--- src/rtl/uart_pkg.sv ---
// UART peripheral shared definitions
package uart_pkg;

    // ########################################################################
    // sizes and reset values
    // ########################################################################

    localparam int unsigned FIFO_DEPTH = 4;
    localparam int unsigned FIFO_PTR_W = $clog2(FIFO_DEPTH);
    localparam int unsigned FIFO_CNT_W = $clog2(FIFO_DEPTH + 1);

    // one bit lasts baud_div + 1 cycles, smallest usable divisor is 3
    localparam logic [15:0] BAUD_RESET = 16'd433;

    // STATUS register bit positions, overrun and frame_err are sticky
    localparam int unsigned STAT_TX_BUSY   = 0;
    localparam int unsigned STAT_RX_EMPTY  = 1;
    localparam int unsigned STAT_RX_FULL   = 2;
    localparam int unsigned STAT_OVERRUN   = 3;
    localparam int unsigned STAT_FRAME_ERR = 4;

    // ########################################################################
    // encodings
    // ########################################################################

    // decoded from paddr[3:0]
    typedef enum logic [3:0] {
        ADDR_DATA   = 4'h0,
        ADDR_STATUS = 4'h4,
        ADDR_CTRL   = 4'h8,
        ADDR_BAUD   = 4'hC
    } reg_addr_e;

    typedef enum logic [1:0] {RX_IDLE, RX_START, RX_DATA, RX_STOP} rx_state_e;
    typedef enum logic [1:0] {TX_IDLE, TX_START, TX_DATA, TX_STOP} tx_state_e;

    // ########################################################################
    // bundles
    // ########################################################################

    typedef struct packed {
        logic [7:0]  paddr;
        logic        psel;
        logic        penable;
        logic        pwrite;
        logic [31:0] pwdata;
    } apb_req_t;

    typedef struct packed {
        logic [31:0] prdata;
        logic        pready;
        logic        pslverr;
    } apb_rsp_t;

    typedef struct packed {
        logic [15:0] baud_div;
        logic        rx_en;
        logic        tx_en;
    } uart_cfg_t;

    // one finished frame, valid for a single cycle
    typedef struct packed {
        logic [7:0] data;
        logic       valid;
        logic       frame_err;
    } rx_result_t;

endpackage

--- src/rtl/uart_apb_regs.sv ---
// UART APB register block
`timescale 1ns/1ps

module uart_apb_regs (
    input  logic                 clk_i,
    input  logic                 rst_i,
    input  uart_pkg::apb_req_t   apb_req_i,
    output uart_pkg::apb_rsp_t   apb_rsp_o,
    output uart_pkg::uart_cfg_t  cfg_o,
    output logic                 tx_start_o,
    output logic [7:0]           tx_data_o,
    input  logic                 tx_busy_i,
    input  uart_pkg::rx_result_t rx_result_i,
    output logic                 fifo_pop_o,
    input  logic [7:0]           fifo_data_i,
    input  logic                 fifo_empty_i,
    input  logic                 fifo_full_i,
    input  logic                 fifo_push_drop_i
);
    import uart_pkg::*;

    uart_cfg_t   cfg_q;
    logic        overrun_q;
    logic        frame_err_q;
    reg_addr_e   addr;
    logic        access;
    logic        addr_hit;
    logic        wr_en;
    logic        rd_en;
    logic        status_wr;
    logic [31:0] status;
    logic [31:0] rdata;

    // access cycle of a transfer, never stalled
    assign access = apb_req_i.psel & apb_req_i.penable;
    assign addr   = reg_addr_e'(apb_req_i.paddr[3:0]);

    always_comb begin
        addr_hit = 1'b0;
        if (apb_req_i.paddr[7:4] == 4'h0) begin
            case (addr)
                ADDR_DATA, ADDR_STATUS, ADDR_CTRL, ADDR_BAUD: addr_hit = 1'b1;
                default: addr_hit = 1'b0;
            endcase
        end
    end

    assign wr_en     = access & apb_req_i.pwrite & addr_hit;
    assign rd_en     = access & ~apb_req_i.pwrite & addr_hit;
    assign status_wr = wr_en & (addr == ADDR_STATUS);

    always_comb begin
        status                 = '0;
        status[STAT_TX_BUSY]   = tx_busy_i;
        status[STAT_RX_EMPTY]  = fifo_empty_i;
        status[STAT_RX_FULL]   = fifo_full_i;
        status[STAT_OVERRUN]   = overrun_q;
        status[STAT_FRAME_ERR] = frame_err_q;
    end

    always_comb begin
        rdata = '0;
        if (rd_en) begin
            case (addr)
                ADDR_DATA:   rdata[7:0]  = fifo_empty_i ? 8'h00 : fifo_data_i;
                ADDR_STATUS: rdata       = status;
                ADDR_CTRL:   rdata[1:0]  = {cfg_q.tx_en, cfg_q.rx_en};
                ADDR_BAUD:   rdata[15:0] = cfg_q.baud_div;
                default:     rdata       = '0;
            endcase
        end
    end

    assign apb_rsp_o.prdata  = rdata;
    assign apb_rsp_o.pready  = 1'b1;
    assign apb_rsp_o.pslverr = access & ~addr_hit;

    // a DATA write while the transmitter is busy is silently dropped
    assign tx_start_o = wr_en & (addr == ADDR_DATA) & cfg_q.tx_en & ~tx_busy_i;
    assign tx_data_o  = apb_req_i.pwdata[7:0];
    assign fifo_pop_o = rd_en & (addr == ADDR_DATA) & ~fifo_empty_i;

    always_ff @(posedge clk_i) begin
        if (rst_i) begin
            cfg_q.baud_div <= BAUD_RESET;
            cfg_q.rx_en    <= 1'b0;
            cfg_q.tx_en    <= 1'b0;
        end else if (wr_en) begin
            if (addr == ADDR_CTRL) begin
                cfg_q.rx_en <= apb_req_i.pwdata[0];
                cfg_q.tx_en <= apb_req_i.pwdata[1];
            end
            if (addr == ADDR_BAUD) begin
                cfg_q.baud_div <= apb_req_i.pwdata[15:0];
            end
        end
    end

    // sticky flags, a new event wins over a clear in the same cycle
    always_ff @(posedge clk_i) begin
        if (rst_i) begin
            overrun_q   <= 1'b0;
            frame_err_q <= 1'b0;
        end else begin
            overrun_q   <= fifo_push_drop_i
                         | (overrun_q & ~(status_wr & apb_req_i.pwdata[STAT_OVERRUN]));
            frame_err_q <= (rx_result_i.valid & rx_result_i.frame_err)
                         | (frame_err_q & ~(status_wr & apb_req_i.pwdata[STAT_FRAME_ERR]));
        end
    end

    assign cfg_o = cfg_q;

endmodule

--- src/rtl/uart_apb_top.sv ---
// APB UART top level
`timescale 1ns/1ps

module uart_apb_top (
    input  logic               clk_i,
    input  logic               rst_i,
    input  uart_pkg::apb_req_t apb_req_i,
    output uart_pkg::apb_rsp_t apb_rsp_o,
    input  logic               rx_i,
    output logic               tx_o
);
    import uart_pkg::*;

    uart_cfg_t  cfg;
    rx_result_t rx_result;
    logic       tx_start;
    logic [7:0] tx_data;
    logic       tx_busy;
    logic       fifo_push;
    logic       fifo_pop;
    logic [7:0] fifo_head;
    logic       fifo_empty;
    logic       fifo_full;
    logic       fifo_push_drop;

    // frames with a bad stop bit never reach the FIFO
    assign fifo_push = rx_result.valid & ~rx_result.frame_err;

    uart_apb_regs i_regs (
        .clk_i            (clk_i),
        .rst_i            (rst_i),
        .apb_req_i        (apb_req_i),
        .apb_rsp_o        (apb_rsp_o),
        .cfg_o            (cfg),
        .tx_start_o       (tx_start),
        .tx_data_o        (tx_data),
        .tx_busy_i        (tx_busy),
        .rx_result_i      (rx_result),
        .fifo_pop_o       (fifo_pop),
        .fifo_data_i      (fifo_head),
        .fifo_empty_i     (fifo_empty),
        .fifo_full_i      (fifo_full),
        .fifo_push_drop_i (fifo_push_drop)
    );

    uart_rx i_rx (
        .clk_i    (clk_i),
        .rst_i    (rst_i),
        .rx_i     (rx_i),
        .cfg_i    (cfg),
        .result_o (rx_result)
    );

    uart_tx i_tx (
        .clk_i      (clk_i),
        .rst_i      (rst_i),
        .start_i    (tx_start),
        .data_i     (tx_data),
        .baud_div_i (cfg.baud_div),
        .busy_o     (tx_busy),
        .tx_o       (tx_o)
    );

    uart_rx_fifo i_fifo (
        .clk_i       (clk_i),
        .rst_i       (rst_i),
        .push_i      (fifo_push),
        .push_data_i (rx_result.data),
        .pop_i       (fifo_pop),
        .head_o      (fifo_head),
        .empty_o     (fifo_empty),
        .full_o      (fifo_full),
        .push_drop_o (fifo_push_drop)
    );

endmodule

--- src/rtl/uart_rx.sv ---
// UART serial receiver
`timescale 1ns/1ps

module uart_rx (
    input  logic                 clk_i,
    input  logic                 rst_i,
    input  logic                 rx_i,
    input  uart_pkg::uart_cfg_t  cfg_i,
    output uart_pkg::rx_result_t result_o
);
    import uart_pkg::*;

    rx_state_e   state_q;
    logic        rx_meta_q;
    logic        rx_sync_q;
    logic [15:0] cnt_q;
    logic [15:0] half_bit;
    logic [2:0]  bit_idx_q;
    logic [7:0]  data_q;
    logic        stop_seen_q;
    logic        bit_end;
    logic        stop_sample;

    // two-flop synchronizer, line idles high
    always_ff @(posedge clk_i) begin
        if (rst_i) begin
            rx_meta_q <= 1'b1;
            rx_sync_q <= 1'b1;
        end else begin
            rx_meta_q <= rx_i;
            rx_sync_q <= rx_meta_q;
        end
    end

    assign half_bit    = {1'b0, cfg_i.baud_div[15:1]};
    assign bit_end     = (cnt_q == cfg_i.baud_div);
    assign stop_sample = (state_q == RX_STOP) & ~stop_seen_q & bit_end;

    // ########################################################################
    // frame FSM
    // ########################################################################

    always_ff @(posedge clk_i) begin
        if (rst_i || !cfg_i.rx_en) begin
            state_q     <= RX_IDLE;
            cnt_q       <= '0;
            bit_idx_q   <= '0;
            stop_seen_q <= 1'b0;
        end else begin
            case (state_q)
                RX_IDLE: begin
                    cnt_q <= '0;
                    if (!rx_sync_q) begin
                        state_q <= RX_START;
                    end
                end
                RX_START: begin
                    // line back high at mid start bit means a glitch
                    if (cnt_q == half_bit) begin
                        cnt_q   <= '0;
                        state_q <= rx_sync_q ? RX_IDLE : RX_DATA;
                    end else begin
                        cnt_q <= cnt_q + 16'd1;
                    end
                end
                RX_DATA: begin
                    if (bit_end) begin
                        cnt_q     <= '0;
                        bit_idx_q <= bit_idx_q + 3'd1;
                        if (bit_idx_q == 3'd7) begin
                            state_q <= RX_STOP;
                        end
                    end else begin
                        cnt_q <= cnt_q + 16'd1;
                    end
                end
                RX_STOP: begin
                    // sample mid stop bit, then wait out its second half
                    if (stop_sample) begin
                        cnt_q       <= '0;
                        stop_seen_q <= 1'b1;
                    end else if (stop_seen_q && cnt_q == half_bit) begin
                        cnt_q       <= '0;
                        stop_seen_q <= 1'b0;
                        state_q     <= RX_IDLE;
                    end else begin
                        cnt_q <= cnt_q + 16'd1;
                    end
                end
                default: state_q <= RX_IDLE;
            endcase
        end
    end

    // lsb arrives first, so shift in from the top
    always_ff @(posedge clk_i) begin
        if (state_q == RX_DATA && bit_end) begin
            data_q <= {rx_sync_q, data_q[7:1]};
        end
    end

    assign result_o.data      = data_q;
    assign result_o.valid     = stop_sample & cfg_i.rx_en;
    assign result_o.frame_err = ~rx_sync_q;

endmodule

--- src/rtl/uart_rx_fifo.sv ---
// UART receive FIFO
`timescale 1ns/1ps

module uart_rx_fifo (
    input  logic       clk_i,
    input  logic       rst_i,
    input  logic       push_i,
    input  logic [7:0] push_data_i,
    input  logic       pop_i,
    output logic [7:0] head_o,
    output logic       empty_o,
    output logic       full_o,
    output logic       push_drop_o
);
    import uart_pkg::*;

    logic [7:0]            mem_q [FIFO_DEPTH];
    logic [FIFO_PTR_W-1:0] wr_ptr_q;
    logic [FIFO_PTR_W-1:0] rd_ptr_q;
    logic [FIFO_CNT_W-1:0] count_q;
    logic                  do_push;
    logic                  do_pop;

    assign empty_o = (count_q == '0);
    assign full_o  = (count_q == FIFO_CNT_W'(FIFO_DEPTH));

    // a pop frees the slot for a push in the same cycle
    assign do_pop      = pop_i & ~empty_o;
    assign do_push     = push_i & (~full_o | do_pop);
    assign push_drop_o = push_i & full_o & ~do_pop;

    always_ff @(posedge clk_i) begin
        if (rst_i) begin
            wr_ptr_q <= '0;
            rd_ptr_q <= '0;
            count_q  <= '0;
        end else begin
            if (do_push) begin
                wr_ptr_q <= (wr_ptr_q == FIFO_PTR_W'(FIFO_DEPTH - 1)) ? '0 : wr_ptr_q + 1'b1;
            end
            if (do_pop) begin
                rd_ptr_q <= (rd_ptr_q == FIFO_PTR_W'(FIFO_DEPTH - 1)) ? '0 : rd_ptr_q + 1'b1;
            end
            if (do_push && !do_pop) begin
                count_q <= count_q + 1'b1;
            end else if (do_pop && !do_push) begin
                count_q <= count_q - 1'b1;
            end
        end
    end

    always_ff @(posedge clk_i) begin
        if (do_push) begin
            mem_q[wr_ptr_q] <= push_data_i;
        end
    end

    assign head_o = mem_q[rd_ptr_q];

endmodule

--- src/rtl/uart_tx.sv ---
// UART serial transmitter
`timescale 1ns/1ps

module uart_tx (
    input  logic        clk_i,
    input  logic        rst_i,
    input  logic        start_i,
    input  logic [7:0]  data_i,
    input  logic [15:0] baud_div_i,
    output logic        busy_o,
    output logic        tx_o
);
    import uart_pkg::*;

    tx_state_e   state_q;
    logic [15:0] cnt_q;
    logic [2:0]  bit_idx_q;
    logic [7:0]  shift_q;
    logic        tx_q;
    logic        bit_end;

    assign bit_end = (cnt_q == baud_div_i);

    always_ff @(posedge clk_i) begin
        if (rst_i) begin
            state_q   <= TX_IDLE;
            cnt_q     <= '0;
            bit_idx_q <= '0;
            tx_q      <= 1'b1;
        end else begin
            case (state_q)
                TX_IDLE: begin
                    tx_q  <= 1'b1;
                    cnt_q <= '0;
                    if (start_i) begin
                        state_q <= TX_START;
                        tx_q    <= 1'b0;
                    end
                end
                TX_START: begin
                    if (bit_end) begin
                        cnt_q     <= '0;
                        bit_idx_q <= '0;
                        tx_q      <= shift_q[0];
                        state_q   <= TX_DATA;
                    end else begin
                        cnt_q <= cnt_q + 16'd1;
                    end
                end
                TX_DATA: begin
                    if (bit_end) begin
                        cnt_q     <= '0;
                        bit_idx_q <= bit_idx_q + 3'd1;
                        if (bit_idx_q == 3'd7) begin
                            tx_q    <= 1'b1;
                            state_q <= TX_STOP;
                        end else begin
                            tx_q <= shift_q[0];
                        end
                    end else begin
                        cnt_q <= cnt_q + 16'd1;
                    end
                end
                TX_STOP: begin
                    if (bit_end) begin
                        cnt_q   <= '0;
                        state_q <= TX_IDLE;
                    end else begin
                        cnt_q <= cnt_q + 16'd1;
                    end
                end
                default: state_q <= TX_IDLE;
            endcase
        end
    end

    // byte latched on start, consumed one bit at each bit boundary
    always_ff @(posedge clk_i) begin
        if (state_q == TX_IDLE && start_i) begin
            shift_q <= data_i;
        end else if ((state_q == TX_START || state_q == TX_DATA) && bit_end) begin
            shift_q <= {1'b0, shift_q[7:1]};
        end
    end

    assign busy_o = (state_q != TX_IDLE);
    assign tx_o   = tx_q;

endmodule

--- config.mk ---
export PLATFORM = sky130hd
export DESIGN_NAME = uart_apb_top
export DESIGN_NICKNAME = d
export VERILOG_FILES = /design/src/rtl/uart_pkg.sv /design/src/rtl/uart_apb_regs.sv /design/src/rtl/uart_apb_top.sv /design/src/rtl/uart_rx.sv /design/src/rtl/uart_rx_fifo.sv /design/src/rtl/uart_tx.sv
export SDC_FILE = /design/constraint.sdc
export NUM_CORES = 1
export LEC_CHECK = 0
export BUFFER_PORTS_ARGS = -buffer_cell sky130_fd_sc_hd__buf_2
export CORE_ASPECT_RATIO = 1.2
export CORE_MARGIN = 1
export CORE_UTILIZATION = 50
export DETAILED_ROUTE_END_ITERATION = 12
export PLACE_DENSITY_LB_ADDON = 0.25
export SYNTH_ARGS = -nofsm -noshare
export SYNTH_HDL_FRONTEND = slang
export SYNTH_SLANG_ARGS = --single-unit
--- constraint.sdc ---
create_clock -name clk_i -period 4 [get_ports clk_i]
set_input_delay 0.8 -clock clk_i [delete_from_list [all_inputs] [get_ports clk_i]]
set_output_delay 0.8 -clock clk_i [all_outputs]
set_load 0.03 [all_outputs]
== Yosys cells after proc, flatten, opt, wreduce, memory -nomap -nowiden ==
Memories as Yosys holds them, arrays and structs flattened. A register that Yosys moved wholly into a read port is not among the register bits.
Index checks and enable logic that the tools add are counted.
Widths: inputs -> output; s select.

* Bits in writable memories: 32
* Flip-flop bits (word level): 89
* Logic and storage cells: 175
* Memories: 1
* Input bits: 46
* Output and inout port bits: 35

{| class="wikitable"
|+ Memories
! memory !! depth !! width !! read ports !! clocked after memory_dff !! write ports !! line !! RTL
|-
| i_fifo.mem_q || 4 || 8 || 1 || 1 || 1 || uart_rx_fifo.sv:17 || <nowiki>logic [7:0] mem_q [FIFO_DEPTH];</nowiki>
|}

* Eq/ne operators: 28
* Reduce and logical (&&, ||, !) cells: 32
* Add/subtract/negate cells: 8
* Muxes and demuxes: 48
* Bitwise gates (word level): 38

{| class="wikitable"
|+ Operators by type and width
! cell !! number
|-
| $mux 16 || 6
|-
| $pmux 16 s4 || 1
|-
| $add 16x1->16 const B || 2
|-
| $eq 16x16->1 || 2
|-
| $mux 2 || 16
|-
| $mux 8 || 4
|-
| $pmux 16 s2 || 1
|-
| $and 1x1->1 || 25
|-
| $pmux 2 s4 || 3
|-
| $pmux 6 s3 || 1
|-
| $eq 16x15->1 || 1
|-
| $ne 2x1->1 const B || 8
|-
| $eq 2x2->1 const B || 6
|-
| $mux 3 || 4
|-
| $mux 1 || 10
|-
| $not 1->1 || 10
|-
| $reduce_bool 2->1 || 5
|-
| $add 3x1->3 const B || 3
|-
| $eq 3x3->1 const B || 3
|-
| $eq 4x4->1 const B || 2
|-
| $logic_not 4->1 || 2
|-
| $reduce_and 2->1 || 4
|-
| $logic_and 1x1->1 || 6
|-
| $ne 2x2->1 const B || 3
|-
| other kinds (17) || 26
|}

== Longest topological paths before layout ==
* Depth after elaboration: 14
* Mapped depth: 12
* Depth with buffers taken out: 10

== Cells and area by module ==
Synthesis repeated with hierarchy kept, for this count alone.

* Cell total of the unflattened synthesis: 605
* Area total of the unflattened synthesis: 6,491.2 sq um

{| class="wikitable"
|+ By module, submodules not included
! module !! cells an instance !! area each (sq um) !! instances
|-
| uart_rx || 167 || 1,682.9 || 1
|-
| uart_tx || 172 || 1,677.9 || 1
|-
| uart_rx_fifo || 91 || 1,647.8 || 1
|-
| uart_apb_regs || 174 || 1,468.9 || 1
|-
| uart_apb_top || 1 || 13.8 || 1
|}

== Worst setup path before layout ==
OpenSTA, ideal clock, no wires.

* Kind: input port to output port
* Start: input apb_req_i[40] (netlist bit)
* End: output apb_rsp_o[4] (netlist bit)
* Arrival time: 2.365 ns
* Required time: 3.200 ns
* Cell stages on the path: 5
* Buffers on the path: 1
* Path slack: 0.835 ns
* Cells stage by stage: nor4_2 -> nand4_1 -> or3_1 -> clkbuf_1 -> nor2_1

{| class="wikitable"
|+ RTL lines
! item !! line !! RTL
|-
| from (decl) || uart_apb_top.sv:7 || <nowiki>input uart_pkg::apb_req_t apb_req_i,</nowiki>
|-
| to (decl) || uart_apb_top.sv:8 || <nowiki>output uart_pkg::apb_rsp_t apb_rsp_o,</nowiki>
|}

==> results.json <==
{
  "status": "finished, final reports clean",
  "r2r_cells": 10,
  "layout_setup_ws_ps": 706,
  "drt-total-wl_mm": 12.9,
  "yosys.area.top_type": "dfxtp_1",
  "ant_nets": 0,
  "dieArea_um2": 12700,
  "post-place-ws_ps": 380,
  "synth_edf_count": 48,
  "syn_area_um2": 6140,
  "synthTopCellsByArea": "dfxtp_1 (24%), edfxtp_1 (23%), xor2_1 (9.3%)",
  "fin_cells": 792,
  "post_cts_resized": 0,
  "fin_util_pct": 58.9,
  "syn_to_final_growth_pct": 13.1,
  "ys_warn_count": 0,
  "place_area_um2": 6360,
  "cp_max_fo": 6,
  "initial_utilization_pct": 52.1,
  "coreArea_um2": 11800,
  "clockRootBuffer": "clkbuf_16",
  "cp.required_ps": 3200,
  "grt_max_degree": 42,
  "worstSetupPathType": "in -> out",
  "drv_slew": 0,
  "period_needed_ps": 3290,
  "hold_viol": 0,
  "gp_congestion": 0.830,
  "cp_slowest_cell": "or3_1",
  "min_from": "i_rx.rx_meta_q",
  "syn_inst": 589,
  "rows": 43,
  "synthFlopType": "dfxtp_1",
  "synth_top_cell_area_share_pct": 24.5,
  "grt_pass1_wl_mm": 21.3,
  "leakagePower_nw": 2.76,
  "cts_buffer_depth": 2,
  "crit_arrival_ps": 2490,
  "r2r_start": "i_rx.cnt_q[4]",
  "worstMarginPinSlew_ps": 1070,
  "dr.pass1.iters": 5,
  "relSlewSlack_pct": 28.7,
  "dieWidth_um": 103,
  "grt_usage_pct": 22.6,
  "async_reset_ff_share_pct": 0,
  "cts_tree": "built",
  "whs_endpoint": "i_rx.rx_sync_q",
  "min_period_over_period_pct": 82.4,
  "drive_gt1_share_pct": 16.2,
  "avgRoutedWirePerCell_um": 16.3,
  "nNetsFinal": 685,
  "final.setup.tns_ps": 0,
  "yosys.cell_types.count": 54,
  "drt-initial-drc-count": 208,
  "rsz0062_at_grt": "false",
  "r2r_end": "i_fifo.count_q[2]",
  "cpMostUsedCell": "buf_2",
  "cpLargestDelayFamily": "simple AND/OR/NAND/NOR gates",
  "cts_sinks": 123,
  "cp-start-kind": "primary input",
  "num_vias": 4316,
  "worstSkewPairLatency_ps": 410,
  "cp_cell_sequence": "buf_2 -> nor4_2 -> buf_4 -> nand4_1 -> or3_1 -> nor2_1 -> buf_2",
  "peakVddDrop_v": 0.000313,
  "ys_seq_area_share_pct": 47.9,
  "cts_inserted_buffers": 17,
  "cp-end-kind": "output pin",
  "maxCapViolations": 0,
  "die_h_um": 123,
  "dp_hpwl_mm": 9.39,
  "port_buffers": 47,
  "ys_ff_latch": 123,
  "p_per_area_nw_per_um2": 409,
  "clk_pin_slew_ps": 50,
  "final_area_um2": 6950,
  "ctsHoldBuffers": 0,
  "grt-ovfl-total": 0,
  "avgSynthCellArea_um2": 10.4,
  "r2r_slack_ps": 930,
  "finalSetupViolCount": 0,
  "io_pins": 81,
  "fmax_mhz": 304,
  "first_global_vias": 4282,
  "antenna_found_initial": 2,
  "drc": 0,
  "worst-path-buf-inv": 3,
  "max_stage_delay_ps": 550,
  "h-tree-depth": 4,
  "hold_path.class": "reg -> reg",
  "holdPathStages": 1,
  "viasPerCell": 5.45,
  "cts_setup_buffers": 0,
  "placed_cells": 759,
  "fin_skew_ps": 4.51
}
metrics by stage:
step | hold WS [ps] | total power [mW]
floorplan | 389 | 1.37
detailed placement | 394 | 1.39
finish | 405 | 2.84
CTS | 406 | 2.87
global placement | 401 | 1.39
global route | 410 | 2.92
worst register-to-register path: cells and delay by family (launching register included):
kind / cells / cell delay, ps
and+or+nand+nor: 4 / 1430
adders and majority gates: 2 / 590
AOI/OAI and AO/OA: 1 / 150
DFF: 1 / 500
xor gates and xnor gates: 2 / 260
buffers and inverters: 1 / 60
where the power goes:
part           switching, mW  internal, mW
Clock                  0.528         0.953
Sequential          0.000656          1.29
Combinational         0.0489        0.0194
Total                  0.577          2.27
cells by family after synthesis:
logic type	synth area share, %
adder cells (fa/ha/maj)	3.79
other	0.122
buffers and inverters	5.50
multiplexers	7.66
flip-flops	47.9
AND/OR/NAND/NOR	17.7
AO/OA/AOI/OAI	6.32
XOR/XNOR	11.0
state kept, by name, indices dropped and copies added (netlist names), 8 cells and up, named ones only:
signal / cells
i_tx.cnt_q: 16
i_tx.shift_q: 8
i_regs.cfg_o: 18
i_fifo.mem_q: 32
i_rx.cnt_q: 16
i_rx.data_q: 8
layout make-up:
type / count / area, µm²
Antenna cell: 1 / 2.50
Clock buffer: 26 / 520
Clock inverter: 6 / 57.6
Fill cell: 998 / 4840
Inverter: 16 / 60.1
Multi-Input combinational cell: 414 / 2920
Sequential cell: 123 / 2940
Tap cell: 157 / 196
Timing Repair Buffer: 49 / 250
Yosys cell counts (3+ instances only):
master and count:
a211o_1 5, a21oi_1 16, a22oi_1 5, and2_1 13, and3_1 7, and4_1 6, buf_2 11, buf_4 18
clkbuf_1 16, clkbuf_2 4, dfxtp_1 75, edfxtp_1 48, ha_1 17, inv_1 16, mux2_2 8, mux2i_1 20
mux4_2 8, nand2_1 26, nand2b_1 5, nand3_1 18, nand4_1 13, nor2_1 61, nor2b_1 5, nor3_1 21
nor4_1 14, o21ai_0 13, or3_1 7, or4_1 3, xnor2_1 12, xor2_1 65
placed cells by master (no fill, tap or decap), types with 6 or more instances in the layout:
cell type / netlist / final
mux2_2: 8 / 8
mux4_2: 8 / 8
xor2_1: 65 / 65
mux2i_1: 20 / 20
or3_1: 7 / 7
a21oi_1: 16 / 16
nand3_1: 18 / 18
ha_1: 17 / 17
nand4_1: 13 / 13
buf_2: 11 / 47
nor2_1: 61 / 61
nand2_1: 26 / 26
and2_1: 13 / 13
dfxtp_1: 75 / 75
conb_1: 2 / 17
and4_1: 6 / 6
nor4_1: 14 / 14
clkbuf_16: 0 / 18
o21ai_0: 13 / 13
inv_1: 16 / 16
xnor2_1: 12 / 12
and3_1: 7 / 7
edfxtp_1: 48 / 48
nor3_1: 21 / 21
worst max path at each step:
stage | from | depth (start not counted) | to
after CTS | apb_req_i[40] | 7 | apb_rsp_o[7]
after global routing | apb_req_i[40] | 7 | apb_rsp_o[7]
after floorplan | apb_req_i[40] | 5 | apb_rsp_o[4]
final | apb_req_i[40] | 7 | apb_rsp_o[4]
after global placement | apb_req_i[40] | 10 | i_fifo.count_q[2]
after detailed placement | apb_req_i[40] | 10 | i_fifo.count_q[2]
layer usage:
layer | routed length (µm) | global-route usage (%) | vias up
met2 | 6530 | 39.1 | 113
met1 | 5460 | 26.4 | 2069
met4 | 287 | 9.77 | 0
met5 | 0 | 0 | -
li1 | - | - | 2110
met3 | 637 | 5.71 | 24
Power figures use the tool's default switching activity.
